--- config.mk ---
export PLATFORM = sky130hd
export DESIGN_NAME = egress_demux
export DESIGN_NICKNAME = d
export VERILOG_FILES = /design/src/logic/egress_pkg.sv /design/src/logic/egress_demux.sv
export SDC_FILE = /design/constraint.sdc
export NUM_CORES = 1
export LEC_CHECK = 0
export BUFFER_PORTS_ARGS = -buffer_cell sky130_fd_sc_hd__buf_2
export CORE_MARGIN = 3
export CORE_UTILIZATION = 36
export CTS_BUF_LIST = sky130_fd_sc_hd__clkbuf_4 sky130_fd_sc_hd__clkbuf_8
export CTS_CLUSTER_SIZE = 8
export DETAILED_ROUTE_END_ITERATION = 8
export PLACE_DENSITY_LB_ADDON = 0.08
export RECOVER_POWER = 50
export SYNTH_ARGS = -nofsm -noshare
export SYNTH_HDL_FRONTEND = slang
export SYNTH_SLANG_ARGS = --single-unit
--- constraint.sdc ---
create_clock -name egr_bus -period 0.8 [get_ports egr_bus]
set_input_delay 0.12 -clock egr_bus [delete_from_list [all_inputs] [get_ports egr_bus]]
set_output_delay 0.12 -clock egr_bus [all_outputs]
set_load 0.05 [all_outputs]
--- src/logic/egress_pkg.sv ---
////////////////////////////////////////////////////////////
// Egress stage widths, beat and counter structs, FSM enums
////////////////////////////////////////////////////////////

package egress_pkg;

    // Bus and port widths in bytes
    localparam int BUS_BYTES  = 8;
    localparam int PHYS_BYTES = 2;
    localparam int PORT_IDX_W = 4;
    localparam int CNT_WIDTH  = 32;

    ////////////////////////////////////////////////////////////
    // Beats

    typedef struct packed {
        logic [BUS_BYTES*8-1:0] data;
        logic [BUS_BYTES-1:0]   keep;
        logic                   last;
        logic [PORT_IDX_W-1:0]  port;
    } egr_beat_t;

    // Egress port number is dropped once the beat is steered
    typedef struct packed {
        logic [BUS_BYTES*8-1:0] data;
        logic [BUS_BYTES-1:0]   keep;
        logic                   last;
    } buf_entry_t;

    typedef struct packed {
        logic [PHYS_BYTES*8-1:0] data;
        logic [PHYS_BYTES-1:0]   keep;
        logic                    last;
    } port_beat_t;

    ////////////////////////////////////////////////////////////
    // Counters and states

    typedef struct packed {
        logic [CNT_WIDTH-1:0] pkts_sent;
        logic [CNT_WIDTH-1:0] bytes_sent;
        logic [CNT_WIDTH-1:0] pkts_dropped;
    } port_cnts_t;

    typedef enum logic [1:0] {
        IDLE,
        ACCEPT,
        DISCARD
    } admit_state_t;

    typedef enum logic {
        EMPTY,
        SPLIT
    } split_state_t;

endpackage

--- src/logic/egress_demux.sv ---
////////////////////////////////////////////////////////////
// Registered demux from the egress bus to per-port writes
////////////////////////////////////////////////////////////

`timescale 1ns/100ps

module egress_demux
    import egress_pkg::*;
#(
    parameter int NUM_PORTS = 4
) (
    input  logic                 egr_bus,
    input  logic                 rst_n,
    input  logic                 in_valid,
    input  egr_beat_t            in_beat,
    output logic [NUM_PORTS-1:0] port_wr_valid,
    output buf_entry_t           wr_entry
);

    // One-hot decode, out-of-range ports match nothing
    always_ff @(posedge egr_bus or negedge rst_n) begin
        if (!rst_n) begin
            port_wr_valid <= '0;
        end else begin
            for (int p = 0; p < NUM_PORTS; p++) begin
                port_wr_valid[p] <= in_valid && (in_beat.port == PORT_IDX_W'(p));
            end
        end
    end

    // Shared payload for all buffers
    always_ff @(posedge egr_bus) begin
        wr_entry.data <= in_beat.data;
        wr_entry.keep <= in_beat.keep;
        wr_entry.last <= in_beat.last;
    end

    // At most one port written, and only for a beat offered the cycle before
    assert property (@(posedge egr_bus) disable iff (!rst_n)
        port_wr_valid != '0 |-> $onehot(port_wr_valid) && $past(in_valid));

endmodule

==> flow_summary.toml, run 1 <==
[status]
status = "did not finish"
stop_stage = "4_1_cts"
error = "[ERROR DPL-0033] detailed placement checks failed during check placement."

[synth]
synth_cell_types = 7
ys_ff_latch = 77
synth_area_leader_cell = "dfxtp_1"
avgSynthCellArea_um2 = 19.05
synth_area_um2 = 1600
syn_nets = 164
synth_top_area_share_pct = 91.32
ys_seq_area_share_pct = 97.58
syn_inst = 84
synth_area_leaders = "dfxtp_1 91%, dfrtp_1 6.3%, nor4_1 0.78%, or3b_1 0.55%, nor2_1 0.47%"
synth_warnings = 0

[die]
fp-row-count = 23
fp.dieW_um = 72.67
die_h_um = 72.67
io_pins = 157
initial_core_util_pct = 38.62

[clock_network]
clock_sinks = 77
h-tree-depth = 3
postCtsResizedCells = 273
cts_buffer_depth = 2
postCtsHoldBufs = 74
cts_buffers = 9
post_cts_buffers = 0
cts_root_buffer = "clkbuf_8"

[placed_design]
io_buffers = 156
gp_congestion = 0.7771
dp_hpwl_um = 3170
## through the flow
| stage | setup WS (ns) | setup TNS [ns] | area [um^2] | hold slack (ns) | cells |
|---|---|---|---|---|---|
| detailed placement | -0.03480 | -0.04195 | 2451 | -0.07301 | 291 |
| global placement | 0.01674 | 0 | 2451 | -0.07404 | 291 |
| floorplan | 0.09267 | 0 | 1600 | -0.1756 | 84 |
## synth_stat cells, drive strengths merged
cell    count
dfrtp       4
nor4        2
nand2       1
dfxtp      73
nor2        2
or3b        1
nand2b      1
## cell families after synthesis
group            Yosys count  synth area share, %
DFF                       77                97.58
and+or+nand+nor            7                2.424
==> run 2, diff against run 1 <==
--- a/config.mk
+++ b/config.mk
@@ -7,11 +7,9 @@
 export LEC_CHECK = 0
 export BUFFER_PORTS_ARGS = -buffer_cell sky130_fd_sc_hd__buf_2
 export CORE_MARGIN = 3
-export CORE_UTILIZATION = 36
-export CTS_BUF_LIST = sky130_fd_sc_hd__clkbuf_4 sky130_fd_sc_hd__clkbuf_8
-export CTS_CLUSTER_SIZE = 8
+export CORE_UTILIZATION = 34
 export DETAILED_ROUTE_END_ITERATION = 8
-export PLACE_DENSITY_LB_ADDON = 0.08
+export PLACE_DENSITY_LB_ADDON = 0.15
 export RECOVER_POWER = 50
 export SYNTH_ARGS = -nofsm -noshare
 export SYNTH_HDL_FRONTEND = slang
==> run 2 against run 1 <==
The flow now finishes, with violations (hold timing, setup timing). Synthesized cell count is the same. Area after synthesis unchanged.
==> flow_summary.toml, run 2 <==
[route]
vias_per_cell = 4.622
antenna_left = 0
firstDrtPassIters = 4
wl_per_cell_um = 25.85
totalWireLength_um = 9928
drt_iter0_markers = 60
drcViolationCount = 0
vias = 1775

[status]
status = "finished with violations"
violations = "hold timing, setup timing"

[worst_setup_path]
crit_chain = "buf_6"
critical-path-max-stage-delay_ns = 0.41
crit_buf_inv = 1
critPathCaptureType = "output port"
cpMaxStageDelayCell = "dfrtp_1"
cp.arrival_ns = 0.92
crit_required_ns = 0.68
critPathTopFamily = "flip-flops"
crit_path_start_kind = "flop"
crit_fanout = 1
worstSetupPathType = "flop to output port"

[synth]
ys_seq_area_share_pct = 97.58
synth.most_common_cell = "dfxtp_1"
synth_top_area_share_pct = 91.32
synth_area_um2 = 1600
syn_inst = 84
synth_edf_count = 0
synth_area_leaders = "dfxtp_1 91%, dfrtp_1 6.3%, nor4_1 0.78%, or3b_1 0.55%, nor2_1 0.47%"
syn_nets = 164
synth_commonest_cells = "73 x dfxtp_1, 4 x dfrtp_1, 2 x nor2_1, 2 x nor4_1"
avgSynthCellArea_um2 = 19.05
synth_warnings = 0
synth_area_leader_cell = "dfxtp_1"
ys_ff_latch = 77
ys_async_sr_fraction_pct = 5.195
synth_cell_types = 7
synth_flop_cell = "dfxtp_1"

[die]
dieArea_um2 = 5566
initial_core_util_pct = 36.01
fp-row-count = 24
fp.dieW_um = 74.61
die_h_um = 74.61
io_pins = 157
core-area_um2 = 4444

[power_and_ir_drop]
combPwrFrac_pct = 19.7
p_leak_nw = 1.965
p_sw_share_pct = 28.93
p_seq_share_pct = 44.2
switchingPower_w = 0.002773
p_int_w = 0.006814
peakVddDrop_v = 0.002368
power_density_nw_per_um2 = 2256
p_clk_share_pct = 36.1
report.power.total_w = 0.009587

[layout]
final_common_cell = "buf_2"
area_growth_pct = 165.6
final_cell_mix = "76 x buf_2, 74 x dlygate4sd3_1, 73 x dfxtp_2"
top_regs = "wr_entry x73, port_wr_valid x4"
drive_gt1_share_pct = 73.11
largest_register_ffs = 73
fin_util_pct = 95.64
regMostFlops = "wr_entry"
finalNonFillerCells = 384
final_nets = 406

[clock_network]
cts_tree = "built"
clock_sinks = 77
cts_buffers = 9
postCtsHoldBufs = 74
cts_buffer_depth = 2
cts_root_buffer = "clkbuf_8"
h-tree-depth = 3
cts.clk_slew.worst_paths_ns = 0.08

[global_route]
grtUsageTotal_pct = 25.75
first_global_vias = 1827
grt.overflow.total = 0
grt_start_max_net_pins = 14
antenna_found_initial = 1
grt_pass1_wl_um = 9984

[sta]
setup-tns-final_ns = -13.08
worst_hold_slack_ns = -0.02143
finalWorstSetupSlack_ns = -0.2439
period_share_pct = 130.5
drv_slew = 0
clock.fmax_ghz = 0.9580
setup_viol = 77
slew_headroom_pct = 76.56
finalHoldViolCount = 2
min_period_ns = 1.044
worst-slew-pin-transition_ns = 0.3484
rsz0062_at_grt = "true"

[placed_design]
gp_congestion = 0.6600
dp_cells = 293
io_buffers = 156
dp_hpwl_um = 2923

[worst_hold_path]
min-delay-path-class = "input pin to flop"

[job]
maxCapViolCount = 0
-- run 2: through the flow --
| stage | hold WS, ns | setup WS (ns) | area, um^2 |
|---|---|---|---|
| after floorplan | -0.1756 | 0.09267 | 1600 |
| after global placement | -0.07385 | 0.01272 | 2454 |
| after detailed placement | -0.07089 | -0.01791 | 2454 |
| after CTS | -0.03135 | -0.1943 | 4143 |
| after global routing | -0.03946 | -0.2626 | 4250 |
| final | -0.02143 | -0.2439 | 4250 |
-- run 2: metal layers --
| metal | vias up | GRT usage (%) | share of wire (%) |
|---|---|---|---|
| met4 | 0 | 9.881 | 4.0 |
| met1 | 853 | 25.02 | 33 |
| met5 | - | 0 | 0 |
| met2 | 143 | 48.88 | 53 |
| met3 | 31 | 9.459 | 10 |
| li1 | 748 | - | - |
-- run 2: final cells by class --
cell class	count	area [um^2]
repair buffers	231	2266
fillers	106	193.9
flip-flops and latches	77	1653
multi-input cells	7	38.79
clock inverters	5	83.83
well taps	52	65.06
clock buffers	11	141.4
diodes	1	2.502
-- run 2: final timing paths --
check | startpoint | to | slack, ns | depth (start not counted)
hold / removal | in_beat[2] | port_wr_valid[0] | -0.02 | 2
max in group asynchronous | rst_n | port_wr_valid[2] | 0.40 | 2
min in group asynchronous | rst_n | port_wr_valid[1] | 0.20 | 2
setup / recovery | port_wr_valid[0] | port_wr_valid[0] | -0.24 | 1
-- run 2: cell families after synthesis --
family	share of synthesized area, %
flops	97.58
simple gates	2.424
-- run 2: power by group through the flow --
stage	combinational, W	sequential, W	clock, W
5_1_grt	0.00193	0.00425	0.00364
6_report	0.00189	0.00424	0.00346
2_1_floorplan	0.00000800	0.00488	0
3_3_place_gp	0.00110	0.00416	0
4_1_cts	0.00171	0.00418	0.00325
3_5_place_dp	0.00111	0.00416	0
-- run 2: repair_timing --
action | 4_1_cts | 5_1_grt
buffers inserted | 0 | 0
resized for setup | 267 | 29
setup endpoints to repair | 77 | 77
hold endpoints to repair | 79 | 2
Power figures use the tool's default switching activity.
