### src/logic/egress_pkg.sv
////////////////////////////////////////////////////////////
// Egress stage widths, beat and counter structs, FSM enums
////////////////////////////////////////////////////////////

package egress_pkg;

    // Bus and port widths in bytes
    localparam int BUS_BYTES  = 8;
    localparam int PHYS_BYTES = 2;
    localparam int PORT_IDX_W = 4;
    localparam int CNT_WIDTH  = 32;

    ////////////////////////////////////////////////////////////
    // Beats

    typedef struct packed {
        logic [BUS_BYTES*8-1:0] data;
        logic [BUS_BYTES-1:0]   keep;
        logic                   last;
        logic [PORT_IDX_W-1:0]  port;
    } egr_beat_t;

    // Egress port number is dropped once the beat is steered
    typedef struct packed {
        logic [BUS_BYTES*8-1:0] data;
        logic [BUS_BYTES-1:0]   keep;
        logic                   last;
    } buf_entry_t;

    typedef struct packed {
        logic [PHYS_BYTES*8-1:0] data;
        logic [PHYS_BYTES-1:0]   keep;
        logic                    last;
    } port_beat_t;

    ////////////////////////////////////////////////////////////
    // Counters and states

    typedef struct packed {
        logic [CNT_WIDTH-1:0] pkts_sent;
        logic [CNT_WIDTH-1:0] bytes_sent;
        logic [CNT_WIDTH-1:0] pkts_dropped;
    } port_cnts_t;

    typedef enum logic [1:0] {
        IDLE,
        ACCEPT,
        DISCARD
    } admit_state_t;

    typedef enum logic {
        EMPTY,
        SPLIT
    } split_state_t;

endpackage

### src/logic/port_counters.sv
////////////////////////////////////////////////////////////
// Per-port sent packet, sent byte and drop counters
////////////////////////////////////////////////////////////

`timescale 1ns/100ps

module port_counters
    import egress_pkg::*;
(
    input  logic       egr_bus,
    input  logic       rst_n,
    input  logic       clear,
    input  logic       tx_valid,
    input  logic       tx_ready,
    input  port_beat_t tx_beat,
    input  logic       drop_pulse,
    output port_cnts_t cnts
);

    logic                 tx_xfer;
    logic [CNT_WIDTH-1:0] beat_bytes;

    assign tx_xfer    = tx_valid && tx_ready;
    assign beat_bytes = CNT_WIDTH'($countones(tx_beat.keep));

    // Clear wins over any count in the same cycle
    always_ff @(posedge egr_bus or negedge rst_n) begin
        if (!rst_n) begin
            cnts <= '0;
        end else if (clear) begin
            cnts <= '0;
        end else begin
            if (tx_xfer) begin
                cnts.bytes_sent <= cnts.bytes_sent + beat_bytes;
                if (tx_beat.last) begin
                    cnts.pkts_sent <= cnts.pkts_sent + 1'b1;
                end
            end
            if (drop_pulse) begin
                cnts.pkts_dropped <= cnts.pkts_dropped + 1'b1;
            end
        end
    end

endmodule

### config.mk
export PLATFORM = sky130hd
export DESIGN_NAME = port_counters
export DESIGN_NICKNAME = d
export VERILOG_FILES = /design/src/logic/egress_pkg.sv /design/src/logic/port_counters.sv
export SDC_FILE = /design/constraint.sdc
export NUM_CORES = 1
export LEC_CHECK = 0
export ABC_AREA = 1
export BUFFER_PORTS_ARGS = -buffer_cell sky130_fd_sc_hd__buf_4
export CORE_UTILIZATION = 55
export CTS_CLUSTER_DIAMETER = 60
export DETAILED_ROUTE_END_ITERATION = 10
export PLACE_DENSITY = 0.88
export SETUP_SLACK_MARGIN = 0.15
export SYNTH_ARGS = -nofsm -noshare
export SYNTH_HDL_FRONTEND = slang
export SYNTH_SLANG_ARGS = --single-unit
### constraint.sdc
create_clock -name egr_bus -period 1.9 [get_ports egr_bus]
set_input_delay 0.19 -clock egr_bus [delete_from_list [all_inputs] [get_ports egr_bus]]
set_output_delay 0.19 -clock egr_bus [all_outputs]
set_load 0.01 [all_outputs]
# ---- Word-level counts from Yosys, hierarchy flattened
# Index checks and enable logic that the tools add are counted.
dict set report classes {
  div 0
  n_mux 4
  reduce_logical 5
  shift 0
  bitwise_logic 0
  n_mul 0
  n_eq_ne 0
  n_addsub 4
  magnitude_cmp 0
}
# op n
set ops {}
lappend ops {{$mux W96} 1}
lappend ops {{$add A32 B1 Y32 const B} 2}
lappend ops {{$mux W32} 2}
lappend ops {{$mux W64} 1}
lappend ops {{$add A32 B2 Y32} 1}
lappend ops {{$reduce_bool A2 Y1} 3}
lappend ops {{$add A1 B1 Y2} 1}
lappend ops {{$reduce_and A2 Y1} 1}
lappend ops {{$logic_and A1 B1 Y1} 1}
dict set report word_totals {
  memories 0
  romBits 0
  latchBits 0
  out_inout_bits 96
  inputBits 25
  elab_cells 16
  ram_bits 0
  regBits 96
}

# ---- Depth between registers and ports, before layout
dict set report logic_depth {
  ltp_word 4
  ltp_mapped 10
  ltp_nobuf 10
}

# ---- Least setup slack after synthesis
# OpenSTA, ideal clock, no wires.
dict set report synth_timing {
  path_type {reg2reg}
  start {reg cnts[32] in the netlist's numbering}
  end {reg cnts[62] in the netlist's numbering}
  stages_incl_launch_ff 11
  t_required_ps 1783
  setup_time_ps 117
  setup_slack_ps 256
  n_path_buf 0
  arrival_ps 1528
  path_cell_list {dfrtp_1 fa_1 ha_1 nand3_1 nor2_4 nand2_2 nor2_2 nand2_1 nand2_1 nand2_1 nor2_1}
}
dict set report synth_via {
  elab_chain_cells 3
}
# element line
set synth_lines {}
lappend synth_lines {{start, declared} port_counters.sv:17} ;# output port_cnts_t cnts
lappend synth_lines {{$add A32 B2 Y32} port_counters.sv:34} ;# cnts.bytes_sent <= cnts.bytes_sent + beat_bytes;
lappend synth_lines {{$mux W64} port_counters.sv:33} ;# if (tx_xfer) begin
lappend synth_lines {{$mux W96} port_counters.sv:30} ;# end else if (clear) begin
# No other way between the ends. The select of a mux whose other input is x is not followed.
# A chain may end at the register's enable or synchronous reset.

# ---- Final worst setup path
# Same ends and word-level chain as after synthesis.

==> results.sh <==
export IMPL_fin_tns_setup_ns=0
export IMPL_worstPathRequired_ns=2.19
export IMPL_grt_pass1_wl_um=22900
export IMPL_synth_seq_cells=96
export IMPL_worst_r2r_path_depth=10
export IMPL_postPlaceCellArea_sq_mm=0.00653
export IMPL_r2r_start="cnts[32]"
export IMPL_clk_pin_slew_ns=0.10
export IMPL_max_slew_margin_rel=0.578
export IMPL_reg_top3="cnts: 96 flops"
export IMPL_grt_max_degree=94
export IMPL_yosysTopAreaCellShare=0.432
export IMPL_dr_pass1_iters=5
export IMPL_fin_util=0.700
export IMPL_vdd_drop_max_mv=0.415
export IMPL_grt_pass1_vias=5016
export IMPL_arrival_ns=2.05
export IMPL_p_per_area_mw_per_mm2=545
export IMPL_end_kind="flip-flop"
export IMPL_worstSetupStartpointType="flip-flop"
export IMPL_antenna_found_initial=0
export IMPL_crit_path_top_delay_cell="dfrtp_1"
export IMPL_setup_violations=0
export IMPL_port_buffers=104
export IMPL_reg2reg_slack_ns=0.14
export IMPL_drc=0
export IMPL_insertion_delay_ns=0.36
export IMPL_run_status="completed"
export IMPL_hold_violations=0
export IMPL_die_area_sq_mm=0.0105
export IMPL_worst_slew_pin_slew_ns=0.634
export IMPL_fin_ws_ns=0.143
export IMPL_p_leak_nw=3.25
export IMPL_drt_iter0_drc=368
export IMPL_holdWs_ns=0.0484
export IMPL_drv_slew=0
export IMPL_stdcell_count=1066
export IMPL_fin_area_sq_mm=0.00684
export IMPL_period_needed_ns=1.76
export IMPL_hp_class="in2reg"
export IMPL_synth_top_cell_by_area="dfrtp_1"
export IMPL_cp_cell_sequence="fa_2 -> ha_4 -> nand3_4 -> nor2_4 -> nand2_4 -> nor2_4 -> nand2_2 -> nand2_1 -> nand2_1 -> nor2_1"
export IMPL_floorplan_initialDensity=0.569
export IMPL_vias=5627
export IMPL_cts_max_level=3
export IMPL_cts_root_buf="clkbuf_8"
export IMPL_worstSetupPathType="reg2reg"
export IMPL_dp_slack_ns=0.0935
export IMPL_path_depth=10
export IMPL_synth_area_top_cells="dfrtp_1 43%, nand2_1 15%, nor2_1 12%, nand3_1 6.0%, inv_1 6.0%"
export IMPL_antenna_cells=0
export IMPL_holdPathStages=2
export IMPL_largest_register="cnts"
export IMPL_synth_nets=846
export IMPL_via_per_inst=5.28
export IMPL_die_x_um=103
export IMPL_hold_start="clear"
export IMPL_synthCells=817
export IMPL_r2r_end="cnts[62]"
export IMPL_core_sq_mm=0.00977
export IMPL_fin_crit_sh=0.925
export IMPL_maxClockFrequency_ghz=0.569
export IMPL_layout_nets=957
export IMPL_gr_total_overflow=0
export IMPL_cts_sinks=96
export IMPL_cp_num_buf_inv=0
export IMPL_ant_nets=0
export IMPL_ys_warn_count=0
export IMPL_yosysUniqueCellTypes=29
export IMPL_rsz0062_at_grt="true"
export IMPL_cts_buffers=9
export IMPL_skew_ns=0.0170
export IMPL_power_mw=3.73
export IMPL_largest_reg_flops=96
export IMPL_dp_cells=1046
export IMPL_syn_to_final_growth_pct=22.9
export IMPL_syn_area_sq_mm=0.00557
export IMPL_io_pins=121
export IMPL_syn_mean_instance_area_sq_um=6.81
export IMPL_drive_gt1_frac=0.179
export IMPL_drv_cap=0
export IMPL_drt_total_wl_um=14100
export IMPL_wl_per_cell_um=13.3
export IMPL_whs_endpoint="cnts[64]"
export IMPL_cts_tree="yes"
export IMPL_dpl_hpwl_um=10100
export IMPL_clockBufferDepth=2
export IMPL_yosysSeqAreaShare=0.432
export IMPL_gr_usage_all_layers=0.279
export IMPL_rows=36
export IMPL_cp_top_family="simple AND/OR/NAND/NOR gates"
export IMPL_routabilityCongestion=0.884
export IMPL_fill_cells=832
export IMPL_crit_fanout=5
export IMPL_crit_path_max_incr_delay_ns=0.39
export IMPL_die_y_um=103
export IMPL_worstSetupStartpoint="cnts[32]"
-- layout make-up --
class | instances | area [sq um] | share of cell area
well taps | 133 | 166 | 0.0243
flip-flops and latches | 96 | 2400 | 0.351
inverters | 90 | 338 | 0.0494
clock inverters | 4 | 51.3 | 0.00750
multi-input cells | 619 | 2840 | 0.415
clock buffers | 12 | 165 | 0.0241
repair buffers | 112 | 881 | 0.129
-- layer usage --
| metal | global-route usage | vias to the layer above | share of wire |
|---|---|---|---|
| li1 | - | 2802 | - |
| met1 | 0.384 | 2615 | 0.45 |
| met2 | 0.452 | 187 | 0.48 |
| met3 | 0.0454 | 23 | 0.052 |
| met4 | 0.0868 | 0 | 0.017 |
| met5 | 0 | - | 0 |
-- how the worst max path moves through the flow --
| stage | to | slack, ns |
|---|---|---|
| after floorplan | cnts[62] | 0.26 |
| after detailed placement | cnts[62] | 0.09 |
| after CTS | cnts[62] | 0.13 |
| final | cnts[62] | 0.14 |
| after global placement | cnts[62] | 0.19 |
| after global routing | cnts[62] | 0.04 |
-- worst reg2reg max path, cell delays in order, from the launching register on --
cell,delay (ns)
dfrtp_1,0.39
fa_2,0.27
ha_4,0.18
nand3_4,0.08
nor2_4,0.20
nand2_4,0.10
nor2_4,0.16
nand2_2,0.07
nand2_1,0.06
nand2_1,0.05
nor2_1,0.14
-- synth_stat cells --
| library cell | n |
|---|---|
| ha_1 | 3 |
| a22oi_1 | 1 |
| dfrtp_1 | 96 |
| nand3_2 | 2 |
| o22ai_1 | 1 |
| nor2_1 | 181 |
| and2_1 | 2 |
| nor2_4 | 10 |
| nor2_2 | 8 |
| fa_1 | 1 |
| clkbuf_1 | 6 |
| nand2_4 | 3 |
| a21oi_1 | 59 |
| nand3_1 | 67 |
| nand2_2 | 5 |
| nand4_1 | 7 |
| buf_2 | 4 |
| inv_2 | 1 |
| and3_1 | 2 |
| o21ai_1 | 1 |
| nor3b_1 | 3 |
| inv_1 | 89 |
| o21ai_0 | 31 |
| buf_1 | 1 |
| buf_4 | 1 |
| nand2_1 | 222 |
| xor2_1 | 1 |
| xnor2_1 | 1 |
| nor3_1 | 8 |
-- power breakdown --
part	leakage, nW	switching, mW	total [mW]	internal [mW]
logic	1.80	0.138	0.209	0.0714
clock network	0.109	0.735	1.45	0.718
registers	1.34	0.0129	2.06	2.05
total	3.25	0.885	3.73	2.84
-- cell usage in the layout (no fill, tap or decap), types with 2 or more instances in the layout --
master / n
and2_1: 2
and3_1: 2
nand2_1: 221
o21ai_0: 31
buf_12: 3
nor2_4: 13
buf_4: 108
nand3_1: 66
dfrtp_1: 96
inv_2: 2
nor3b_1: 3
nor3_1: 8
a21oi_1: 59
inv_1: 88
clkbuf_8: 12
nor2_1: 176
nor2_2: 10
nand4_1: 7
nand2_2: 5
nand3_2: 2
nand2_4: 4
-- what timing repair did --
item                                   in CTS  in global routing
buffers inserted                            0                  3
hold buffers                                1                  0
resized for setup                           3                 13
endpoints found under the hold margin      44                  0
pin swaps                                   0                  8
setup endpoints to repair                   7                 23
-- kinds of logic (layout without fill, tap and decap cells) --
kind of cell               after synthesis  in the layout  share of synthesized area
AOI/OAI and AO/OA                       93             93                     0.0843
xor gates and xnor gates                 2              2                    0.00315
DFF                                     96             96                      0.432
adders and majority gates                4              4                     0.0103
buffers and inverters                  102            218                     0.0704
and+or+nand+nor                        520            520                      0.400
Power figures use the tool's default switching activity.
