**src/logic/egress_pkg.sv**
```systemverilog
////////////////////////////////////////////////////////////
// Egress stage widths, beat and counter structs, FSM enums
////////////////////////////////////////////////////////////

package egress_pkg;

    // Bus and port widths in bytes
    localparam int BUS_BYTES  = 8;
    localparam int PHYS_BYTES = 2;
    localparam int PORT_IDX_W = 4;
    localparam int CNT_WIDTH  = 32;

    ////////////////////////////////////////////////////////////
    // Beats

    typedef struct packed {
        logic [BUS_BYTES*8-1:0] data;
        logic [BUS_BYTES-1:0]   keep;
        logic                   last;
        logic [PORT_IDX_W-1:0]  port;
    } egr_beat_t;

    // Egress port number is dropped once the beat is steered
    typedef struct packed {
        logic [BUS_BYTES*8-1:0] data;
        logic [BUS_BYTES-1:0]   keep;
        logic                   last;
    } buf_entry_t;

    typedef struct packed {
        logic [PHYS_BYTES*8-1:0] data;
        logic [PHYS_BYTES-1:0]   keep;
        logic                    last;
    } port_beat_t;

    ////////////////////////////////////////////////////////////
    // Counters and states

    typedef struct packed {
        logic [CNT_WIDTH-1:0] pkts_sent;
        logic [CNT_WIDTH-1:0] bytes_sent;
        logic [CNT_WIDTH-1:0] pkts_dropped;
    } port_cnts_t;

    typedef enum logic [1:0] {
        IDLE,
        ACCEPT,
        DISCARD
    } admit_state_t;

    typedef enum logic {
        EMPTY,
        SPLIT
    } split_state_t;

endpackage

```
**src/logic/width_downsizer.sv**
```systemverilog
////////////////////////////////////////////////////////////
// Wide to narrow beat splitter, drops trailing null bytes
////////////////////////////////////////////////////////////

`timescale 1ns/100ps

module width_downsizer
    import egress_pkg::*;
(
    input  logic       egr_bus,
    input  logic       rst_n,
    input  logic       in_valid,
    input  buf_entry_t in_entry,
    input  logic       out_ready,
    output logic       in_ready,
    output logic       out_valid,
    output port_beat_t out_beat
);

    localparam int NUM_SLICES = BUS_BYTES / PHYS_BYTES;
    localparam int SW         = $clog2(NUM_SLICES);

    split_state_t  state;
    buf_entry_t    held;
    logic [SW-1:0] slice;
    logic          last_slice;
    logic          out_xfer;
    logic          load;

    assign out_valid = (state == SPLIT);
    assign out_xfer  = out_valid && out_ready;

    // Keep is contiguous, so an unkept first byte ends the beat
    always_comb begin
        last_slice = 1'b1;
        if (slice != SW'(NUM_SLICES - 1)) begin
            last_slice = !held.keep[(slice + 1) * PHYS_BYTES];
        end
    end

    // Reload on the cycle the final slice leaves
    assign in_ready = (state == EMPTY) || (out_xfer && last_slice);
    assign load     = in_valid && in_ready;

    always_comb begin
        out_beat.data = held.data[slice*PHYS_BYTES*8 +: PHYS_BYTES*8];
        out_beat.keep = held.keep[slice*PHYS_BYTES +: PHYS_BYTES];
        out_beat.last = held.last && last_slice;
    end

    always_ff @(posedge egr_bus or negedge rst_n) begin
        if (!rst_n) begin
            state <= EMPTY;
            slice <= '0;
        end else if (load) begin
            state <= SPLIT;
            slice <= '0;
        end else if (out_xfer) begin
            if (last_slice) begin
                state <= EMPTY;
            end else begin
                slice <= slice + 1'b1;
            end
        end
    end

    always_ff @(posedge egr_bus) begin
        if (load) begin
            held <= in_entry;
        end
    end

    // Every stored beat has byte 0 kept and no holes in its mask
    assert property (@(posedge egr_bus) disable iff (!rst_n)
        load |-> in_entry.keep[0] && ((in_entry.keep & (in_entry.keep + 1'b1)) == '0));

endmodule

```
**config.mk**
```make
export PLATFORM = sky130hd
export DESIGN_NAME = width_downsizer
export DESIGN_NICKNAME = d
export VERILOG_FILES = /design/src/logic/egress_pkg.sv /design/src/logic/width_downsizer.sv
export SDC_FILE = /design/constraint.sdc
export NUM_CORES = 1
export LEC_CHECK = 0
export BUFFER_PORTS_ARGS = -buffer_cell sky130_fd_sc_hd__buf_2
export CORE_MARGIN = 2
export CORE_UTILIZATION = 40
export CTS_CLUSTER_SIZE = 10
export DETAILED_ROUTE_END_ITERATION = 6
export GPL_ROUTABILITY_DRIVEN = 0
export PLACE_DENSITY = 0.69
export SYNTH_ARGS = -nofsm -noshare
export SYNTH_HDL_FRONTEND = slang
export SYNTH_SLANG_ARGS = --single-unit
```
**constraint.sdc**
```tcl
create_clock -name egr_bus -period 3.7 [get_ports egr_bus]
set_input_delay 0.37 -clock egr_bus [delete_from_list [all_inputs] [get_ports egr_bus]]
set_output_delay 0.37 -clock egr_bus [all_outputs]
set_load 0.03 [all_outputs]
```
# Yosys cells after proc, flatten, opt, wreduce, memory -nomap -nowiden
# Cells that the tools add are included.
[totals]
latchBits = 0
rom_bits = 0
reg_bits = 76
input_bits = 77
mem_count = 0
out_inout_bits = 21
word_cells = 32
ramBits = 0
[classes]
n_eq_ne = 2
mux = 9
magnitude_cmp = 1
mul = 0
reduce_logical = 10
bitwise_logic = 1
div = 0
addsub = 2
shifts = 2
[ops]
columns = ["op", "count"]
rows = [
  ["indexed part select 64 x 7 -> 16 bit", 1],
  ["indexed part select 8 x 4 -> 2 bit", 1],
  ["two-way mux 2 bit", 3],
  ["two-way mux 1 bit", 5],
  ["logical AND 1 bit", 4],
  ["less-than comparator 4 bit (second input constant)", 1],
  ["AND reduction 2 bit", 2],
  ["nonzero test 2 bit", 2],
  ["adder 2 x 1 -> 3 bit (second input constant)", 1],
  ["adder 2 x 1 -> 2 bit (second input constant)", 1],
  ["binary-select mux 1 bit (select 2 bit)", 1],
  ["inequality test 2 x 1 -> 1 bit (second input constant)", 1],
  ["inequality test 2 bit (second input constant)", 1],
  ["zero test 1 bit", 1],
  ["logical OR 1 bit", 1],
  ["NOT 1 bit", 1],
]

# Depth between registers and ports, before layout
[logic_depth]
ltp_word = 10
depth_mapped = 5
ltp_nobuf = 5

# Worst setup path after synthesis
# No wires, ideal clock.
[synth_timing]
path_type = "register to register"
startpoint = "register slice[0]"
endpoint = "register held[0] (netlist bit) (enable)"
synth_period_minus_slack_ns = 3.955
path_stages_with_launch = 6
slack_ns = -0.255
setup_time_ns = 0.439
arrival_time_ns = 3.517
cell_sequence = "dfrtp_1 ha_1 mux2_2 o2bb2ai_4 nor2_1 and2_1"
[synth_via]
elab_chain_cells = 8
word_cells_on_any_way = 9
cone_classes = "1 x add/sub; 1 x eq/ne; 3 x mux; 4 x reduce/logical"
[synth_rtl]
columns = ["item", "line", "text"]
rows = [
  ["start, declared", "width_downsizer.sv:25", "logic [SW-1:0] slice;"],
  ["start signal, assigned", "width_downsizer.sv:62", "slice <= slice + 1'b1;"],
  ["adder 2 x 1 -> 3 bit", "width_downsizer.sv:37", "last_slice = !held.keep[(slice + 1) * PHYS_BYTES];"],
  ["binary-select mux 1 bit (select 2 bit)", "width_downsizer.sv:37", ""],
  ["two-way mux 1 bit (implied by the code)", "width_downsizer.sv:37", ""],
  ["zero test 1 bit", "width_downsizer.sv:37", ""],
  ["two-way mux 1 bit *", "width_downsizer.sv:36", "if (slice != SW'(NUM_SLICES - 1)) begin"],
  ["logical AND 1 bit *", "width_downsizer.sv:42", "assign in_ready = (state == EMPTY) || (out_xfer && last_slice);"],
  ["logical OR 1 bit *", "width_downsizer.sv:42", ""],
  ["net in_ready", "width_downsizer.sv:15", "output logic in_ready,"],
  ["logical AND 1 bit *", "width_downsizer.sv:43", "assign load = in_valid && in_ready;"],
  ["net load", "width_downsizer.sv:28", "logic load;"],
  ["end signal, assigned", "width_downsizer.sv:69", "held <= in_entry;"],
  ["end, declared", "width_downsizer.sv:24", "buf_entry_t held;"],
]
# Mark *: on every way through the listed nets, which the timed path passes. The rest lies on a longest branch. The select of a mux whose other input is x is not followed.
# A chain may end at the register's enable or synchronous reset.

==> flow_summary.yaml <==
power_and_ir_drop:
  power_density_nw_per_um2: 765
  p_sw_mw: 0.909
  p_seq_frac: 0.430
  power.share.clock: 0.236
  p_leak_nw: 1.39
  peakVddDrop_mv: 0.373
  power.total_mw: 2.83
  p_int_mw: 1.92
  power.share.combinational: 0.334
  swShare: 0.321
status:
  outcome: "finished clean"
sta:
  hold_viol: 0
  max_slew_margin: 0.720
  fin_tns_setup_ps: 0
  grt_setup_unrepaired: "no"
  clock_skew_ps: 12.8
  fmax_mhz: 423
  finalSetupViolations: 0
  slew_violations: 0
  finalCriticalPeriod_ps: 2360
  timing.hold.ws_ps: 190
  post-route-period-util: 0.639
  worstMarginPinSlew_ps: 408
place:
  placedCellCount: 309
  placed_cell_area_um2: 3470
  io_buffers: 97
cts:
  worstSkewPairLatency_ps: 350
  root_buffer: "clkbuf_8"
  clock-sinks: 76
  htree_levels: 3
  cts_tree: "built"
  cts_buffers: 9
  cts.path.max_buffers: 2
  cts_setup_buffers: 0
  cts.repair.resized: 0
  clkTransAtPathRegs_ps: 80
  ctsHoldBuffers: 1
detailed_routing:
  wl_per_cell_um: 15.1
  via_per_inst: 4.71
  wirelength_um: 4930
  vias: 1534
  ant_nets: 0
  dr.pass1.iters: 4
  first_iter_violations: 54
  drcViolationCount: 0
critical_path:
  worstPathRequired_ps: 3330
  slowest_stage: "mux2i_1"
  end_kind: "output port"
  startpoint_type: "flop"
  cp_max_fo: 3
  path_class: "flop to output port"
  path_cells: "ha_1, mux2i_1, nor2_1, a21oi_1, o21a_1, buf_2"
  slowest_delay_ps: 410
  crit_arrival_ps: 1990
finish:
  final_common_cell: "buf_2"
  final_cells: 326
  diodes: 0
  synthToLayoutAreaGrowth_pct: 29.6
  nNetsFinal: 303
  drive_gt1_frac: 0.600
  design_area_um2: 3700
  final_cell_mix: "buf_2 (97), edfxtp_1 (73), mux4_2 (18)"
worst_hold_path:
  hp-class: "input port to flop"
grt:
  grt_pass1_wl_um: 7050
  first_global_vias: 1502
  grt_max_degree: 74
  grt_use_total: 0.131
  antenna_found_initial: 0
  grt-ovfl-total: 0
synth:
  ys_ff_latch: 76
  netlist_area_um2: 2850
  syn-num-nets: 195
  synth_cells: 117
  syn_avg_cell_area_um2: 24.4
  seq_area_frac_synth: 0.794
  yosysWarnings: 0
  synth_cell_type_count: 23
floorplan:
  core_um2: 6830
  initial_core_util: 0.418
  die_w_um: 88.5
  rows: 30
  die_area_um2: 7830
  fp.dieH_um: 88.5
  ioPinCount: 98
job:
  drv_cap: 0
-- power groups by stage --
| stage | clock [mW] | combinational (mW) | sequential [mW] |
|---|---|---|---|
| floorplan | 0 | 0.704 | 1.24 |
| global placement | 0 | 0.956 | 1.23 |
| detailed placement | 0 | 0.960 | 1.24 |
| CTS | 0.689 | 0.966 | 1.22 |
| global route | 0.721 | 1.02 | 1.23 |
| finish | 0.667 | 0.945 | 1.22 |
-- cell families (layout without fill, tap and decap cells) --
family                     after synthesis  after routing  share of synthesized area
AOI/OAI and AO/OA                        8              8                     0.0263
and+or+nand+nor                          7              7                     0.0162
buffers and inverters                    5            118                    0.00920
adders and majority gates                1              1                    0.00438
muxes                                   20             20                      0.149
DFF                                     76             76                      0.794
-- cell type report --
| cell class | instances | area (µm²) |
|---|---|---|
| well taps | 96 | 120 |
| clock buffers | 9 | 124 |
| inverters | 1 | 3.75 |
| multi-input cells | 36 | 562 |
| repair buffers | 101 | 531 |
| clock inverters | 7 | 91.3 |
| flip-flops and latches | 76 | 2270 |
| fillers | 564 | 3130 |
-- state kept, by name, summed over array words and instances (netlist names) --
| register | count |
|---|---|
| held | 73 |
| slice | 2 |
| out_valid | 1 |
-- synth_stat cells --
library cell | number | area [µm²]
a21oi_1 | 2 | 10.0
a32o_1 | 1 | 10.0
and2_1 | 1 | 6.26
and3b_1 | 1 | 8.76
buf_2 | 2 | 10.0
buf_4 | 1 | 7.51
clkbuf_2 | 1 | 5.00
dfrtp_1 | 3 | 75.1
edfxtp_1 | 73 | 2190
ha_1 | 1 | 12.5
inv_1 | 1 | 3.75
mux2_2 | 1 | 11.3
mux2i_1 | 1 | 10.0
mux4_2 | 18 | 405
nor2_1 | 2 | 7.51
nor2b_1 | 1 | 6.26
o21a_1 | 1 | 7.51
o21ai_0 | 1 | 5.00
o21bai_1 | 1 | 7.51
o2bb2ai_4 | 1 | 27.5
o31ai_1 | 1 | 7.51
or3_1 | 1 | 6.26
or3b_4 | 1 | 11.3
-- path summary, 6_finish.rpt --
kind | cells past startpoint | to | start | slack (ps)
max | 6 | out_beat[0] | slice[1] | 1340
min | 1 | held[49] | in_entry[49] | 190
max reg2reg | 6 | held[6] | slice[1] | 1430
min reg2reg | 2 | slice[1] | slice[1] | 760
max in group asynchronous | 2 | slice[1] | rst_n | 3250
min in group asynchronous | 2 | out_valid | rst_n | 350
-- routing by layer --
| metal | vias up | track usage | share of wire |
|---|---|---|---|
| met1 | 724 | 0.159 | 0.43 |
| met3 | 7 | 0.0634 | 0.11 |
| met2 | 88 | 0.198 | 0.45 |
| met4 | 0 | 0.0620 | 0.012 |
| met5 | - | 0 | 0 |
| li1 | 715 | - | - |
-- through the flow --
| step | worst slack, ps | utilization |
|---|---|---|
| floorplan | 518 | - |
| global placement | 1500 | 0.508 |
| detailed placement | 1460 | 0.508 |
| CTS | 1300 | 0.541 |
| global route | 1200 | 0.541 |
| finish | 1340 | 0.541 |
-- worst max-delay path, delay by kind of cell (launching register included) --
kind	cells	cell delay (ps)
mux	1	410
flops	1	390
fa+ha+maj	1	340
compound gates	2	250
buf+inv	1	190
simple gates	1	70
(Power assumes the default switching activity.)
