**src/logic/egress_pkg.sv**
```systemverilog
////////////////////////////////////////////////////////////
// Egress stage widths, beat and counter structs, FSM enums
////////////////////////////////////////////////////////////

package egress_pkg;

    // Bus and port widths in bytes
    localparam int BUS_BYTES  = 8;
    localparam int PHYS_BYTES = 2;
    localparam int PORT_IDX_W = 4;
    localparam int CNT_WIDTH  = 32;

    ////////////////////////////////////////////////////////////
    // Beats

    typedef struct packed {
        logic [BUS_BYTES*8-1:0] data;
        logic [BUS_BYTES-1:0]   keep;
        logic                   last;
        logic [PORT_IDX_W-1:0]  port;
    } egr_beat_t;

    // Egress port number is dropped once the beat is steered
    typedef struct packed {
        logic [BUS_BYTES*8-1:0] data;
        logic [BUS_BYTES-1:0]   keep;
        logic                   last;
    } buf_entry_t;

    typedef struct packed {
        logic [PHYS_BYTES*8-1:0] data;
        logic [PHYS_BYTES-1:0]   keep;
        logic                    last;
    } port_beat_t;

    ////////////////////////////////////////////////////////////
    // Counters and states

    typedef struct packed {
        logic [CNT_WIDTH-1:0] pkts_sent;
        logic [CNT_WIDTH-1:0] bytes_sent;
        logic [CNT_WIDTH-1:0] pkts_dropped;
    } port_cnts_t;

    typedef enum logic [1:0] {
        IDLE,
        ACCEPT,
        DISCARD
    } admit_state_t;

    typedef enum logic {
        EMPTY,
        SPLIT
    } split_state_t;

endpackage

```
**src/logic/port_buffer.sv**
```systemverilog
////////////////////////////////////////////////////////////
// Per-port packet FIFO with admit or drop on packet start
////////////////////////////////////////////////////////////

`timescale 1ns/100ps

module port_buffer
    import egress_pkg::*;
#(
    parameter int FIFO_DEPTH    = 32,
    parameter int MAX_PKT_BEATS = 8
) (
    input  logic       egr_bus,
    input  logic       rst_n,
    input  logic       wr_valid,
    input  buf_entry_t wr_entry,
    input  logic       port_enable,
    input  logic       rd_ready,
    output logic       rd_valid,
    output buf_entry_t rd_entry,
    output logic       buf_ready,
    output logic       drop_pulse
);

    localparam int AW = $clog2(FIFO_DEPTH);
    localparam int CW = $clog2(FIFO_DEPTH + 1);

    buf_entry_t    mem [FIFO_DEPTH];
    logic [AW-1:0] wr_ptr;
    logic [AW-1:0] rd_ptr;
    logic [CW-1:0] count;
    logic [CW-1:0] free_cnt;
    logic          full;
    logic          admit;
    logic          do_write;
    logic          do_read;
    logic          start_drop;
    admit_state_t  state;
    admit_state_t  state_nxt;

    // Wraps at FIFO_DEPTH, which need not be a power of two
    function automatic logic [AW-1:0] ptr_inc(input logic [AW-1:0] ptr);
        if (ptr == AW'(FIFO_DEPTH - 1)) begin
            return '0;
        end
        return ptr + 1'b1;
    endfunction

    ////////////////////////////////////////////////////////////
    // Occupancy

    assign free_cnt  = CW'(FIFO_DEPTH) - count;
    assign full      = (count == CW'(FIFO_DEPTH));
    assign buf_ready = (free_cnt >= CW'(MAX_PKT_BEATS));
    assign rd_valid  = (count != '0);
    assign rd_entry  = mem[rd_ptr];
    assign do_read   = rd_valid && rd_ready;

    ////////////////////////////////////////////////////////////
    // Admit FSM

    // Room for a maximum length packet is reserved at its first beat
    assign admit = port_enable && buf_ready;

    always_comb begin
        state_nxt  = state;
        do_write   = 1'b0;
        start_drop = 1'b0;
        if (wr_valid) begin
            unique case (state)
                IDLE: begin
                    if (admit) begin
                        do_write = 1'b1;
                        if (!wr_entry.last) begin
                            state_nxt = ACCEPT;
                        end
                    end else begin
                        start_drop = 1'b1;
                        if (!wr_entry.last) begin
                            state_nxt = DISCARD;
                        end
                    end
                end
                ACCEPT: begin
                    do_write = 1'b1;
                    if (wr_entry.last) begin
                        state_nxt = IDLE;
                    end
                end
                DISCARD: begin
                    if (wr_entry.last) begin
                        state_nxt = IDLE;
                    end
                end
                default: state_nxt = IDLE;
            endcase
        end
    end

    always_ff @(posedge egr_bus or negedge rst_n) begin
        if (!rst_n) begin
            state      <= IDLE;
            wr_ptr     <= '0;
            rd_ptr     <= '0;
            count      <= '0;
            drop_pulse <= 1'b0;
        end else begin
            state      <= state_nxt;
            drop_pulse <= start_drop;
            if (do_write) begin
                wr_ptr <= ptr_inc(wr_ptr);
            end
            if (do_read) begin
                rd_ptr <= ptr_inc(rd_ptr);
            end
            count <= count + CW'(do_write) - CW'(do_read);
        end
    end

    always_ff @(posedge egr_bus) begin
        if (do_write) begin
            mem[wr_ptr] <= wr_entry;
        end
    end

    // Holds only while upstream packets stay within MAX_PKT_BEATS
    assert property (@(posedge egr_bus) disable iff (!rst_n) do_write |-> !full);

endmodule

```
**config.mk**
```make
export PLATFORM = sky130hd
export DESIGN_NAME = port_buffer
export DESIGN_NICKNAME = d
export VERILOG_FILES = /design/src/logic/egress_pkg.sv /design/src/logic/port_buffer.sv
export SDC_FILE = /design/constraint.sdc
export NUM_CORES = 2
export LEC_CHECK = 0
export BUFFER_PORTS_ARGS = -buffer_cell sky130_fd_sc_hd__buf_2
export CAP_MARGIN = 20
export CORE_MARGIN = 4
export CORE_UTILIZATION = 45
export DETAILED_ROUTE_END_ITERATION = 12
export PLACE_DENSITY = 0.7
export SLEW_MARGIN = 20
export SYNTH_ARGS = -nofsm -noshare
export SYNTH_HDL_FRONTEND = slang
export SYNTH_SLANG_ARGS = --single-unit
```
**constraint.sdc**
```tcl
create_clock -name egr_bus -period 13.71 [get_ports egr_bus]
set_input_delay 0.6855 -clock egr_bus [delete_from_list [all_inputs] [get_ports egr_bus]]
set_output_delay 0.6855 -clock egr_bus [all_outputs]
set_load 0.02 [all_outputs]
```
== Word-level counts from Yosys, hierarchy flattened ==
Memory sizes are Yosys's and may differ from the RTL's.
Index checks and enable logic that the tools add are counted.
Operators by class
  $add $sub $neg: 5
  order comparisons: 1
  equal/unequal tests: 6
  muxes and demuxes: 21
  reduce and logical (&&, ||, !) cells: 6
Operator list (count)
  two-way mux 5 bit: 4
  two-way mux 1 bit: 11
  adder 5 x 1 -> 5 bit, second input constant: 2
  equality test 5 bit, second input constant: 2
  two-way mux 2 bit: 4
  adder 6 x 1 -> 6 bit: 1
  >= comparator 6 x 4 -> 1 bit, second input constant: 1
  nonzero test 6 bit: 1
  subtractor 6 x 1 -> 6 bit: 1
  subtractor 6 bit, first input constant: 1
  case mux 2 bit (2 select lines): 1
  AND reduction 3 bit: 1
  equality test 2 x 1 -> 1 bit, second input constant: 1
  equality test 2 bit, second input constant: 1
  logical AND 1 bit: 2
  logical NOT 2 bit: 1
  inequality test 2 x 1 -> 1 bit, second input constant: 1
  inequality test 2 bit, second input constant: 1
  case mux 1 bit (2 select lines): 1
  OR reduction 2 bit: 1
Word-level totals
  register bits after elaboration: 19
  memory bits (writable): 2336
  output and inout port bits: 76
  logic and storage cells: 45
  memories kept: 1
Memory list
  mem: words 32, bits a word 73, read ports 1, clocked after memory_dff 0, wr ports 1, RTL line port_buffer.sv:28  | buf_entry_t mem [FIFO_DEPTH];

== Logic depth before layout (Yosys ltp) ==
  depth in word-level cells: 8
  depth in mapped cells: 14

== Worst setup path after synthesis ==
OpenSTA, ideal clock, no wires.
  path kind: register -> register
  start point: register count[3]
  end point: memory mem[14][0] (netlist name) (enable)
  setup time: 0.505 ns
  arrival: 4.513 ns
  data required time: 13.205 ns
  slack: 8.692 ns
  cell stages (with the launch flop): 8
  path buffers: 0
  period minus slack after synthesis: 5.018 ns
  cell sequence: dfrtp_1 -> inv_1 -> ha_1 -> nor3b_2 -> xnor2_1 -> a21oi_4 -> o211ai_2 -> nor2_1
On the way
  cells in the longest elaborated chain, start to end: 8
RTL lines
  from (decl): RTL line port_buffer.sv:31  | logic [CW-1:0] count;
  from (signal assigned): RTL line port_buffer.sv:116  | count <= count + CW'(do_write) - CW'(do_read);
  subtractor 6 bit: RTL line port_buffer.sv:52  | assign free_cnt = CW'(FIFO_DEPTH) - count;
  >= comparator 6 x 4 -> 1 bit: RTL line port_buffer.sv:54  | assign buf_ready = (free_cnt >= CW'(MAX_PKT_BEATS));
  logical AND 1 bit: RTL line port_buffer.sv:63  | assign admit = port_enable && buf_ready;
  two-way mux 1 bit: RTL line port_buffer.sv:72  | if (admit) begin
  case mux 1 bit (2 select lines): RTL line port_buffer.sv:70  | unique case (state)
  two-way mux 1 bit: RTL line port_buffer.sv:69  | if (wr_valid) begin
  two-way mux 1 bit: RTL line port_buffer.sv:121  | if (do_write) begin
  two-way mux 1 bit (implied by the code): RTL line port_buffer.sv:122  | mem[wr_ptr] <= wr_entry;
  to (decl): RTL line port_buffer.sv:28
Every way passes these cells.

==> results.sh <==
export IMPL_reg2reg_slack_ns=9.17
export IMPL_hold_viol=0
export IMPL_wire_per_inst_um=30.9
export IMPL_total_power_mw=19.6
export IMPL_routed_wirelength_mm=228
export IMPL_arrival_ns=5.86
export IMPL_setup_tns_ns=0
export IMPL_yosysMostFrequentCell="edfxtp_1"
export IMPL_drt_iter0_drc=5974
export IMPL_hold_slack_ns=0.145
export IMPL_clk_insertion_delay_late_ns=0.87
export IMPL_regArea_mm2=0.0706
export IMPL_final_cell_area_mm2=0.101
export IMPL_yosysTopAreaCellShare=0.780
export IMPL_hp_class="in -> reg"
export IMPL_path_max_fanout=145
export IMPL_fp_row_count=163
export IMPL_grt_pass1_vias=45000
export IMPL_vias=45200
export IMPL_core_area_mm2=0.198
export IMPL_area_growth_pct=12.8
export IMPL_synth_nets=4386
export IMPL_synth_edf_count=2336
export IMPL_die_area_mm2=0.207
export IMPL_yosys_warnings=0
export IMPL_post_route_drc_count=0
export IMPL_cts_sinks=2355
export IMPL_cp_start_kind="flop"
export IMPL_end_kind="output pin"
export IMPL_ys_seq_area_frac=0.786
export IMPL_grt_usage=0.218
export IMPL_cpMostUsedCell="buf_4"
export IMPL_ys_flop_type="edfxtp_1"
export IMPL_num_io_pins=154
export IMPL_via_per_inst=6.13
export IMPL_antenna_found_initial=31
export IMPL_power_leakage_nw=32.6
export IMPL_die_w_um=455
export IMPL_fmax_mhz=153
export IMPL_overflow=0
export IMPL_place_gp_congestion=0.735
export IMPL_ys_ff_latch=2355
export IMPL_period_share=0.477
export IMPL_numCtsBuffers=227
export IMPL_grt_pass1_wl_mm=325
export IMPL_async_flop_share=0.00807
export IMPL_worst_path_buf_inv=4
export IMPL_slew_headroom=0.189
export IMPL_nNetsFinal=4623
export IMPL_cts_tree="yes"
export IMPL_placed_area_mm2=0.0938
export IMPL_ant_nets=0
export IMPL_synth_common_cells="edfxtp_1, mux2i_1, a22oi_1"
export IMPL_r2r_end="mem[2][47]"
export IMPL_cts_resized=0
export IMPL_critPathMaxStageDelay_ns=0.92
export IMPL_grt_max_degree=147
export IMPL_crit_required_ns=13.02
export IMPL_syn_mean_instance_area_um2=21.0
export IMPL_min_period_ns=6.55
export IMPL_r2r_start="count[1]"
export IMPL_tightestPinTransition_ns=1.21
export IMPL_synth_area_leader_cell="edfxtp_1"
export IMPL_cap_violations=0
export IMPL_n_fill_cell=15200
export IMPL_dpl_hpwl_mm=108
export IMPL_cts_max_level=4
export IMPL_path_cells="buf_12 -> and2_4 -> buf_4 -> buf_4 -> a22oi_1 -> nand3_1 -> nand4_1 -> buf_2"
export IMPL_drive_gt1_frac=0.198
export IMPL_ys_types=45
export IMPL_outcome="completed"
export IMPL_crit_slowest_cell="buf_4"
export IMPL_synthCells=4288
export IMPL_p_per_area_mw_per_mm2=193
export IMPL_setup_violations=0
export IMPL_reg2reg_depth=9
export IMPL_cts_clk_slew_worst_paths_ns=0.06
export IMPL_maxSlewViolCount=0
export IMPL_fin_skew_ns=0.0653
export IMPL_die_h_um=455
export IMPL_worstSetupPathType="reg -> out"
export IMPL_multiInputGateArea_mm2=0.0182
export IMPL_vdd_drop_max_v=0.000219
export IMPL_rsz0062_at_grt="no"
export IMPL_ys_top_cells_by_area="edfxtp_1, mux4_2, mux2i_1, a22oi_1, nand3_1"
export IMPL_start_util=0.454
export IMPL_synth_area_mm2=0.0899
export IMPL_cts_buffer_depth=3
export IMPL_min_from="port_enable"
export IMPL_drt_pass1_iter_count=6
export IMPL_min_to="state[0]"
export IMPL_cts_root_buf="clkbuf_16"
export IMPL_port_buffers=153
export IMPL_crit_family="buffers and inverters"
export IMPL_min_path_cells=3
-- metal layers --
layer,GRT usage,wire length [µm],part of all wire
met1,0.303,90800,0.40
met2,0.356,111000,0.49
met5,0,91,0.00040
met3,0.0374,19000,0.083
met4,0.0653,6810,0.030
-- per-stage QoR --
| stage | worst slack [ns] | cells | util |
|---|---|---|---|
| after detailed placement | 7.97 | 6935 | 0.474 |
| after floorplan | 8.69 | 4288 | - |
| after CTS | 7.04 | 7364 | 0.512 |
| final | 7.16 | 7378 | 0.512 |
| after global routing | 6.90 | 7367 | 0.512 |
| after global placement | 8.01 | 6934 | 0.473 |
-- layout by cell type, fill, tap and decap left out, types with 4 or more instances in the layout --
| master | instances |
|---|---|
| buf_4 | 92 |
| buf_2 | 153 |
| mux2i_1 | 584 |
| a21oi_1 | 5 |
| nor2_1 | 5 |
| clkinv_2 | 44 |
| nand3_1 | 151 |
| ha_1 | 19 |
| dfrtp_1 | 17 |
| clkinv_1 | 60 |
| diode_2 | 14 |
| a22oi_1 | 438 |
| inv_6 | 5 |
| inv_1 | 16 |
| clkinvlp_4 | 9 |
| nand2_1 | 10 |
| buf_12 | 7 |
| clkinv_16 | 7 |
| clkbuf_1 | 37 |
| nor2_4 | 35 |
| o21ai_0 | 4 |
| mux2_2 | 5 |
| o211ai_2 | 4 |
| bufinv_16 | 27 |
| and3_1 | 5 |
| clkbuf_16 | 229 |
| nand4_1 | 73 |
| mux4_2 | 292 |
| edfxtp_1 | 2336 |
-- state kept, by name, summed over array words and instances, names as in the netlist --
| signal | count |
|---|---|
| mem | 2336 |
| count | 6 |
| wr_ptr | 5 |
| rd_ptr | 5 |
| state | 2 |
| drop_pulse | 1 |
-- area by class of cell --
class                   count  share of cell area
diodes                     14            0.000345
clock buffers             269              0.0583
clock inverters           159              0.0167
inverters                  16            0.000592
multi-input cells        1671               0.179
flip-flops and latches   2355               0.696
well taps                2640              0.0326
repair buffers            254              0.0159
-- worst register-to-register path: cells and delay by family (launching register included) --
family | cells | cell delay [ns]
AOI/OAI and AO/OA | 3 | 0.89
adders and majority gates | 1 | 0.21
buffers and inverters | 3 | 1.78
DFF | 1 | 0.47
and+or+nand+nor | 2 | 0.74
-- worst max path at each step --
stage	depth (start not counted)	end	from
after floorplan	7	mem[14][0]	count[3]
after detailed placement	8	rd_entry[1]	rd_ptr[2]
after global placement	8	rd_entry[1]	rd_ptr[2]
after CTS	8	rd_entry[1]	rd_ptr[2]
after global routing	8	rd_entry[1]	rd_ptr[2]
final	8	rd_entry[1]	rd_ptr[2]
-- power by group --
part	switching, mW	leakage [nW]	total [mW]	internal (mW)
combinational	3.22	7.63	4.99	1.77
sequential	0.114	21.2	8.26	8.14
clock	2.71	3.69	6.31	3.60
-- what timing repair did --
action | in CTS | in global routing
endpoints found under the hold margin | 19 | 0
setup buffers | 0 | 0
hold buffers | 1 | 0
-- cells by family (layout without fill, tap and decap cells) --
family,count (synthesis),count (layout),share of synthesized area
flip-flops,2355,2355,0.786
multiplexers,881,881,0.139
AO/OA/AOI/OAI,463,463,0.0389
AND/OR/NAND/NOR,301,301,0.0178
buffers and inverters,262,698,0.0154
adder cells (fa/ha/maj),20,20,0.00287
XOR/XNOR,6,6,0.000585
other,0,14,0
Power figures use the tool's default switching activity.
